<file path="src/space_invaders_pkg.sv">
package space_invaders_pkg;

    // VGA 640x400 timing, in screen pixels and lines
    localparam int ACTIVE_H = 640;
    localparam int FRONT_H  = 16;
    localparam int SYNC_H   = 96;
    localparam int BACK_H   = 48;
    localparam int ACTIVE_V = 400;
    localparam int FRONT_V  = 12;
    localparam int SYNC_V   = 2;
    localparam int BACK_V   = 35;

    localparam int MAX_H = ACTIVE_H + FRONT_H + SYNC_H + BACK_H;  // 800
    localparam int MAX_V = ACTIVE_V + FRONT_V + SYNC_V + BACK_V;  // 449

    // Game field, one game pixel is 2x2 screen pixels
    localparam int FIELD_W      = 320;
    localparam int FIELD_H      = 200;
    localparam int FIRST_COLUMN = 4;
    localparam int LAST_COLUMN  = 320;

    localparam int CANNON_POS_Y      = 181;  // Just below the last invader row
    localparam int CANNON_W          = 15;
    localparam int CANNON_H          = 8;
    localparam int CANNON_STEP_DELAY = 4096;

    // PS/2 set 2 scan codes
    localparam logic [7:0] KEY_LEFT  = 8'h1C;  // A
    localparam logic [7:0] KEY_RIGHT = 8'h23;  // D
    localparam logic [7:0] KEY_BREAK = 8'hF0;

    typedef struct packed {
        logic [9:0] h;
        logic [8:0] v;
    } scan_pos_t;

    typedef struct packed {
        logic [2:0] r;
        logic [2:0] g;
        logic [1:0] b;
    } vga_color_t;

    typedef enum logic [1:0] {
        NO_ACTION,
        MOVE_LEFT,
        MOVE_RIGHT
    } cannon_action_e;

    typedef logic [8:0] field_x_t;

endpackage

</file>
<file path="src/vga_timing.sv">
`timescale 1ns/1ps

module vga_timing
    import space_invaders_pkg::*;
(
    input  logic      clk,
    input  logic      reset_game,
    output scan_pos_t scan_pos,
    output logic      hsync,
    output logic      vsync,
    output logic      line_req
);

    logic      pix_en;  // Beam moves on every second clk
    scan_pos_t pos;

    always_ff @(posedge clk) begin
        if (reset_game) begin
            pix_en <= 1'b0;
            pos    <= '0;
        end else begin
            pix_en <= !pix_en;
            if (pix_en) begin
                if (pos.h == 10'(MAX_H - 1)) begin
                    pos.h <= '0;
                    if (pos.v == 9'(MAX_V - 1)) begin
                        pos.v <= '0;
                    end else begin
                        pos.v <= pos.v + 9'd1;
                    end
                end else begin
                    pos.h <= pos.h + 10'd1;
                end
            end
        end
    end

    assign scan_pos = pos;

    // Both syncs active high
    assign hsync = (pos.h >= 10'(ACTIVE_H + FRONT_H))
                && (pos.h <  10'(ACTIVE_H + FRONT_H + SYNC_H));
    assign vsync = (pos.v >= 9'(ACTIVE_V + FRONT_V))
                && (pos.v <  9'(ACTIVE_V + FRONT_V + SYNC_V));

    // h sits on ACTIVE_H for two clks, pix_en keeps the strobe one clk wide.
    // Only even lines, the odd line repeats the same game line.
    assign line_req = pix_en
                   && (pos.h == 10'(ACTIVE_H))
                   && !pos.v[0]
                   && (pos.v < 9'(ACTIVE_V - 2));

endmodule

</file>
<file path="src/ps2_receiver.sv">
`timescale 1ns/1ps

module ps2_receiver
    import space_invaders_pkg::*;
(
    input  logic       clk,
    input  logic       reset_game,
    input  logic       ps2_clk,
    input  logic       ps2_data,
    output logic       byte_valid,
    output logic [7:0] byte_data
);

    logic [2:0] clk_sync;   // [0] is the first stage
    logic [1:0] data_sync;
    logic [3:0] bit_cnt;    // 0 start, 1..8 data, 9 parity, 10 stop
    logic [8:0] shift;      // Data bits and parity, LSB first
    logic       clk_fall;
    logic       data_bit;

    assign clk_fall = !clk_sync[1] && clk_sync[2];
    assign data_bit = data_sync[1];

    always_ff @(posedge clk) begin
        if (reset_game) begin
            clk_sync   <= 3'b111;  // Idle lines are high
            data_sync  <= 2'b11;
            bit_cnt    <= '0;
            byte_valid <= 1'b0;
        end else begin
            clk_sync   <= {clk_sync[1:0], ps2_clk};
            data_sync  <= {data_sync[0], ps2_data};
            byte_valid <= 1'b0;
            if (clk_fall) begin
                if (bit_cnt == 4'd0) begin
                    // Wait here until a real start bit shows up
                    if (!data_bit) begin
                        bit_cnt <= 4'd1;
                    end
                end else if (bit_cnt == 4'd10) begin
                    bit_cnt <= '0;
                    if (data_bit) begin  // Good stop bit
                        byte_valid <= 1'b1;
                        byte_data  <= shift[7:0];
                    end
                end else begin
                    shift   <= {data_bit, shift[8:1]};
                    bit_cnt <= bit_cnt + 4'd1;
                end
            end
        end
    end

    // Parity sits in shift[8] and is ignored

endmodule

</file>
<file path="src/player_input.sv">
`timescale 1ns/1ps

module player_input
    import space_invaders_pkg::*;
(
    input  logic           clk,
    input  logic           reset_game,
    input  logic [3:0]     btn,
    input  logic           byte_valid,
    input  logic [7:0]     byte_data,
    output cannon_action_e action,
    output logic [7:0]     led
);

    // Only btn 0 (right) and btn 3 (left) take part, packed as {left, right}
    logic [1:0] btn_s1, btn_s2, btn_s3;
    logic       held_left;
    logic       held_right;
    logic       break_pending;  // Last byte was F0

    always_ff @(posedge clk) begin
        if (reset_game) begin
            btn_s1        <= '0;
            btn_s2        <= '0;
            btn_s3        <= '0;
            held_left     <= 1'b0;
            held_right    <= 1'b0;
            break_pending <= 1'b0;
            led           <= '0;
        end else begin
            btn_s1 <= {btn[3], btn[0]};
            btn_s2 <= btn_s1;
            btn_s3 <= btn_s2;
            if (byte_valid) begin
                led           <= byte_data;
                break_pending <= 1'b0;
                case (byte_data)
                    KEY_BREAK: break_pending <= 1'b1;
                    KEY_LEFT:  held_left     <= !break_pending;  // Make sets, break clears
                    KEY_RIGHT: held_right    <= !break_pending;
                    default: ;
                endcase
            end
        end
    end

    // Right wins when both are held
    assign action = (btn_s3[0] || held_right) ? MOVE_RIGHT :
                    (btn_s3[1] || held_left)  ? MOVE_LEFT  : NO_ACTION;

endmodule

</file>
<file path="src/cannon_ctrl.sv">
`timescale 1ns/1ps

module cannon_ctrl
    import space_invaders_pkg::*;
(
    input  logic           clk,
    input  logic           reset_game,
    input  cannon_action_e action,
    output field_x_t       cannon_x
);

    logic [$clog2(CANNON_STEP_DELAY + 1)-1:0] delay_cnt;

    always_ff @(posedge clk) begin
        if (reset_game) begin
            delay_cnt <= '0;
            cannon_x  <= field_x_t'(FIRST_COLUMN);
        end else if (delay_cnt != '0) begin
            delay_cnt <= delay_cnt - 1'b1;
        end else if (action != NO_ACTION) begin
            // Delay restarts even when the cannon sits at a limit
            delay_cnt <= ($bits(delay_cnt))'(CANNON_STEP_DELAY);
            if (action == MOVE_LEFT && cannon_x > field_x_t'(FIRST_COLUMN)) begin
                cannon_x <= cannon_x - field_x_t'(1);
            end
            if (action == MOVE_RIGHT && cannon_x < field_x_t'(LAST_COLUMN - CANNON_W)) begin
                cannon_x <= cannon_x + field_x_t'(1);
            end
        end
    end

endmodule

</file>
<file path="src/line_renderer.sv">
`timescale 1ns/1ps

module line_renderer
    import space_invaders_pkg::*;
(
    input  logic      clk,
    input  logic      reset_game,
    input  scan_pos_t scan_pos,
    input  logic      line_req,
    input  field_x_t  cannon_x,
    output logic      pixel
);

    // Two game lines, even and odd, the beam reads one while the next is drawn
    logic cache [2][FIELD_W];

    logic                       busy;
    field_x_t                   wr_col;
    logic [$clog2(FIELD_H)-1:0] wr_row;
    logic                       hit;
    logic                       active;
    field_x_t                   rd_col;

    // Cannon is a solid block
    assign hit = (wr_row >= 8'(CANNON_POS_Y))
              && (wr_row <  8'(CANNON_POS_Y + CANNON_H))
              && (wr_col >= cannon_x)
              && (wr_col <  cannon_x + field_x_t'(CANNON_W));

    always_ff @(posedge clk) begin
        if (reset_game) begin
            busy   <= 1'b0;
            wr_col <= '0;
        end else if (line_req) begin
            busy   <= 1'b1;
            wr_col <= '0;
            wr_row <= scan_pos.v[8:1] + 8'd1;  // One game line ahead of the beam
        end else if (busy) begin
            cache[wr_row[0]][wr_col] <= hit;
            wr_col <= wr_col + field_x_t'(1);
            if (wr_col == field_x_t'(FIELD_W - 1)) begin
                busy <= 1'b0;
            end
        end
    end

    assign active = (scan_pos.h < 10'(ACTIVE_H)) && (scan_pos.v < 9'(ACTIVE_V));
    assign rd_col = active ? scan_pos.h[9:1] : '0;  // Keep the index inside the line

    always_ff @(posedge clk) begin
        if (reset_game) begin
            pixel <= 1'b0;
        end else begin
            pixel <= active && cache[scan_pos.v[1]][rd_col];  // Blank outside the picture
        end
    end

endmodule

</file>
<file path="src/space_invaders.sv">
`timescale 1ns/1ps

module space_invaders
    import space_invaders_pkg::*;
(
    input  logic       clk,
    input  logic       reset_game,
    input  logic [3:0] btn,       // 0 right, 3 left
    input  logic       ps2_clk,
    input  logic       ps2_data,
    output logic       hsync,
    output logic       vsync,
    output vga_color_t vga,
    output logic [7:0] led
);

    scan_pos_t      scan_pos;
    logic           line_req;
    logic           byte_valid;
    logic [7:0]     byte_data;
    cannon_action_e action;
    field_x_t       cannon_x;
    logic           pixel;

    vga_timing i_vga_timing (
        .clk        (clk),
        .reset_game (reset_game),
        .scan_pos   (scan_pos),
        .hsync      (hsync),
        .vsync      (vsync),
        .line_req   (line_req)
    );

    ps2_receiver i_ps2_receiver (
        .clk        (clk),
        .reset_game (reset_game),
        .ps2_clk    (ps2_clk),
        .ps2_data   (ps2_data),
        .byte_valid (byte_valid),
        .byte_data  (byte_data)
    );

    player_input i_player_input (
        .clk        (clk),
        .reset_game (reset_game),
        .btn        (btn),
        .byte_valid (byte_valid),
        .byte_data  (byte_data),
        .action     (action),
        .led        (led)
    );

    cannon_ctrl i_cannon_ctrl (
        .clk        (clk),
        .reset_game (reset_game),
        .action     (action),
        .cannon_x   (cannon_x)
    );

    line_renderer i_line_renderer (
        .clk        (clk),
        .reset_game (reset_game),
        .scan_pos   (scan_pos),
        .line_req   (line_req),
        .cannon_x   (cannon_x),
        .pixel      (pixel)
    );

    // Monochrome output, lit pixels are full white
    always_ff @(posedge clk) begin
        if (reset_game) begin
            vga <= '0;
        end else if (pixel) begin
            vga <= '{r: 3'h7, g: 3'h7, b: 2'h3};
        end else begin
            vga <= '0;
        end
    end

endmodule

</file>
<file path="config.mk">
export PLATFORM = sky130hd
export DESIGN_NAME = space_invaders
export DESIGN_NICKNAME = d
export VERILOG_FILES = /design/src/space_invaders_pkg.sv /design/src/vga_timing.sv /design/src/ps2_receiver.sv /design/src/player_input.sv /design/src/cannon_ctrl.sv /design/src/line_renderer.sv /design/src/space_invaders.sv
export SDC_FILE = /design/constraint.sdc
export NUM_CORES = 1
export LEC_CHECK = 0
export CORE_ASPECT_RATIO = 1.2
export CORE_MARGIN = 2
export CORE_UTILIZATION = 60
export CTS_BUF_LIST = sky130_fd_sc_hd__clkbuf_16
export CTS_CLUSTER_DIAMETER = 150
export DETAILED_ROUTE_END_ITERATION = 10
export DONT_BUFFER_PORTS = 1
export PLACE_DENSITY = 0.76
export SETUP_SLACK_MARGIN = 0.4
export SYNTH_ARGS = -nofsm -noshare
export SYNTH_HDL_FRONTEND = slang
export SYNTH_SLANG_ARGS = --single-unit
</file>
<file path="constraint.sdc">
create_clock -name clk -period 29 [get_ports clk]
set_clock_uncertainty 0.1 [all_clocks]
set_input_delay 2.9 -clock clk [delete_from_list [all_inputs] [get_ports clk]]
set_output_delay 2.9 -clock clk [all_outputs]
set_load 0.1 [all_outputs]
</file>
==> impl_metrics.sql <==
INSERT INTO impl_metrics (metric_group, metric, value, unit) VALUES
('floorplan', 'num_io_pins', '26', ''),
('timing', 'final-max-slew-violation-count', '0', ''),
('critical_path', 'timing.reg2reg.setup_slack', '23.37', 'ns'),
('placement', 'dp_hpwl', '49400', 'um'),
('synth', 'yosysWarningCount', '0', ''),
('synth', 'post_synth_num_cell_types', '78', ''),
('placement', 'gpl.final_weighted_congestion', '0.979', ''),
('synth', 'syn-cell-area', '33500', 'um^2'),
('finish', 'synthToLayoutAreaGrowth', '8.26', '%'),
('clock_network', 'tritoncts_num_sinks', '747', ''),
('critical_path', 'rr_endpoint', 'i_line_renderer.cache[1][15]', ''),
('hold_path', 'worst_hold_path.num_cells', '0', ''),
('critical_path', 'crit_path_max_incr_delay', '1.01', 'ns'),
('critical_path', 'critical_path.cell_chain', 'inv_1 -> ha_1 -> ha_1 -> nor2b_1 -> o21a_1 -> o21a_1 -> o21a_1 -> o21ai_0 -> nand2b_1 -> a21oi_1 -> o21ai_0 -> a21oi_4 -> buf_4 -> buf_12 -> buf_4', ''),
('timing', 'max_clock_freq', '178', 'MHz'),
('drt', 'detail_route.first_pass.iterations', '7', ''),
('drt', 'num_vias', '22100', ''),
('critical_path', 'cp_data_arrival_time', '5.78', 'ns'),
('clock_network', 'cts.clk_slew.worst_paths', '0.06', 'ns'),
('finish', 'layout_common_cells', 'nor2_1 (750), edfxtp_1 (665), nand2_1 (148), mux4_2 (108), dfxtp_1 (79)', ''),
('critical_path', 'cpMostUsedCell', 'o21a_1', ''),
('grt', 'antenna_violations_before_repair', '0', ''),
('critical_path', 'timing.critical_path.from', 'i_cannon_ctrl.cannon_x[0]', ''),
('grt', 'grt.total_usage', '30.3', '%'),
('grt', 'overflow', '0', ''),
('hold_path', 'hold_class', 'flop to flop', ''),
('critical_path', 'startpoint_type', 'flop', ''),
('flow_run', 'drv.max_cap_violation_count', '0', ''),
('timing', 'fraction_of_the_cycle_the_final_worst_path_needs', '19.4', '%'),
('critical_path', 'regToRegStartpoint', 'i_cannon_ctrl.cannon_x[0]', ''),
('critical_path', 'end_kind', 'flop', ''),
('drt', 'number_of_antenna_violating_nets_in_the_routed_design', '0', ''),
('floorplan', 'die_h', '263', 'um'),
('finish', 'final_common_cell', 'nor2_1', ''),
('grt', 'first_global_vias', '22000', ''),
('finish', 'fraction_of_layout_cells_with_a_size_suffix_above_1', '11.8', '%'),
('timing', 'timing.final.hold_violations', '0', ''),
('hold_path', 'hp-start', 'i_ps2_receiver.shift[0]', ''),
('hold_path', 'holdPathEnd', 'i_ps2_receiver.byte_data[0]', ''),
('floorplan', 'die-area', '57700', 'um^2'),
('pwr', 'total_power', '2.14', 'mW'),
('timing', 'timing.slew.headroom', '9.07', '%'),
('synth', 'syn-num-nets', '2749', ''),
('synth', 'post_synthesis_async_set_or_reset_flop_share', '0', '%'),
('clock_network', 'numCtsBuffers', '74', ''),
('clock_network', 'clk_latency', '0.63', 'ns'),
('pwr', 'ir_worst_vdd', '0.0506', 'mV'),
('pwr', 'power.static_leakage', '12.7', 'nW'),
('run_status', 'run_status', 'finished clean', ''),
('synth', 'synth_edf_count', '665', ''),
('synth', 'synth.yosys.seq_area_share', '64.6', '%'),
('clock_network', 'clock_tree.htree_level_count', '3', ''),
('drt', 'drt_wl_total', '85800', 'um'),
('critical_path', 'critPathMaxFanout', '328', ''),
('drt', 'drtIter0Drc', '3033', ''),
('timing', 'fin_crit', '5.63', 'ns'),
('clock_network', 'tritoncts_clock_tree', 'built', ''),
('floorplan', 'rows', '94', ''),
('clock_network', 'postCtsSetupBuffers', '0', ''),
('clock_network', 'cts.hold.buffers_added', '0', ''),
('clock_network', 'cts-resized-gates', '0', ''),
('placement', 'portBuffers', '0', ''),
('synth', 'synth-main-ff-cell', 'edfxtp_1', ''),
('grt', 'grt_first_pass_wirelength', '129000', 'um'),
('floorplan', 'design.core.area', '55000', 'um^2'),
('timing', 'tightestPinTransition', '1.36', 'ns'),
('timing', 'rsz_0062_raised_after_global_routing', 'no', ''),
('floorplan', 'dieWidth', '220', 'um'),
('critical_path', 'reg2reg_depth', '15', ''),
('drt', 'avgViaCountPerCell', '6.55', ''),
('timing', 'setup_tns', '0', 'ns');
==> critical path: cells and delay by family (launching register included) <==
kind	cells	cell delay, ns
AO/OA/AOI/OAI	7	1.07
adder cells (fa/ha/maj)	2	0.59
buffers and inverters	4	2.47
flip-flops	1	0.41
AND/OR/NAND/NOR	2	0.20
==> Yosys cell counts (all sizes together), types with 24 or more instances <==
cell,number,share of area [%]
mux2i,42,1.3
xor2,24,0.63
a22oi,31,0.70
edfxtp,665,60
mux4,108,7.3
nand3,66,0.99
a21oi,79,1.2
ha,41,1.5
nor2,753,8.5
nor3,36,0.59
nand2,148,1.7
o21ai,43,0.64
and3,25,0.47
clkbuf,189,2.1
buf,52,1.0
inv,35,0.39
dfxtp,82,4.9
==> registers in the layout, summed over array words and instances (netlist names), 2 cells and up, named ones only <==
name                      cells
i_ps2_receiver.shift          9
i_ps2_receiver.bit_cnt        4
i_vga_timing.scan_pos        19
i_ps2_receiver.clk_sync       3
i_player_input.btn_s1         2
i_ps2_receiver.byte_data      8
i_line_renderer.cache       640
i_player_input.led            8
i_line_renderer.wr_row        8
i_cannon_ctrl.cannon_x        9
i_player_input.btn_s3         2
i_ps2_receiver.data_sync      2
i_cannon_ctrl.delay_cnt      13
i_line_renderer.wr_col        9
i_player_input.btn_s2         2
==> routing by layer <==
metal	part of all wire [%]	global-route usage, %	vias to the layer above	routed length [um]
li1	-	-	9516	-
met4	5.9	17.1	0	5060
met5	0	0	-	0
met2	49	49.1	1313	41800
met1	35	38.0	11000	29700
met3	11	6.40	303	9320
==> through the flow <==
step / hold WS, ns / setup slack, ns / std cells / instance area, um^2 / utilization [%]
floorplan: 0.289 / 6.19 / 2699 / 33500 / -
finish: 0.324 / 23.37 / 3376 / 36200 / 65.8
CTS: 0.331 / 23.45 / 3375 / 36200 / 65.8
global route: 0.336 / 23.00 / 3375 / 36200 / 65.8
detailed placement: 0.302 / 23.55 / 3242 / 33900 / 61.6
global placement: 0.303 / 23.64 / 3242 / 33900 / 61.6
==> how the worst max path moves through the flow <==
stage,to,slack (ns),cells after the start
after floorplan,i_line_renderer.cache[0][0],6.19,12
after global routing,i_line_renderer.cache[1][236],23.00,15
after global placement,i_line_renderer.cache[0][136],23.64,4
after CTS,hsync,23.45,2
after detailed placement,i_line_renderer.cache[0][200],23.55,4
final,i_line_renderer.cache[1][15],23.37,15
==> report_power, final <==
group          internal, mW  leakage, nW  total, mW  switching, mW
sequential             1.16         8.32       1.16        0.00530
clock                 0.513         1.20      0.920          0.406
combinational        0.0216         3.16     0.0560         0.0345
total                  1.69         12.7       2.14          0.446
==> area by class of cell <==
type / instances / area (um^2)
clock inverter: 57 / 404
fill: 3911 / 18800
multi-input combinational: 1675 / 10700
clock buffer: 76 / 1900
inverter: 36 / 135
sequential: 747 / 21600
tap: 720 / 901
timing repair buffer: 64 / 546
antenna: 1 / 2.50
==> kinds of logic after synthesis <==
kind of cell	Yosys count	synth area share (%)
xor gates and xnor gates	47	1.23
buffers and inverters	277	3.54
adders and majority gates	42	1.59
AOI/OAI and AO/OA	278	5.53
muxes	169	9.16
and+or+nand+nor	1139	14.4
DFF	747	64.6
No activity file was read; power rests on OpenSTA's default activity.
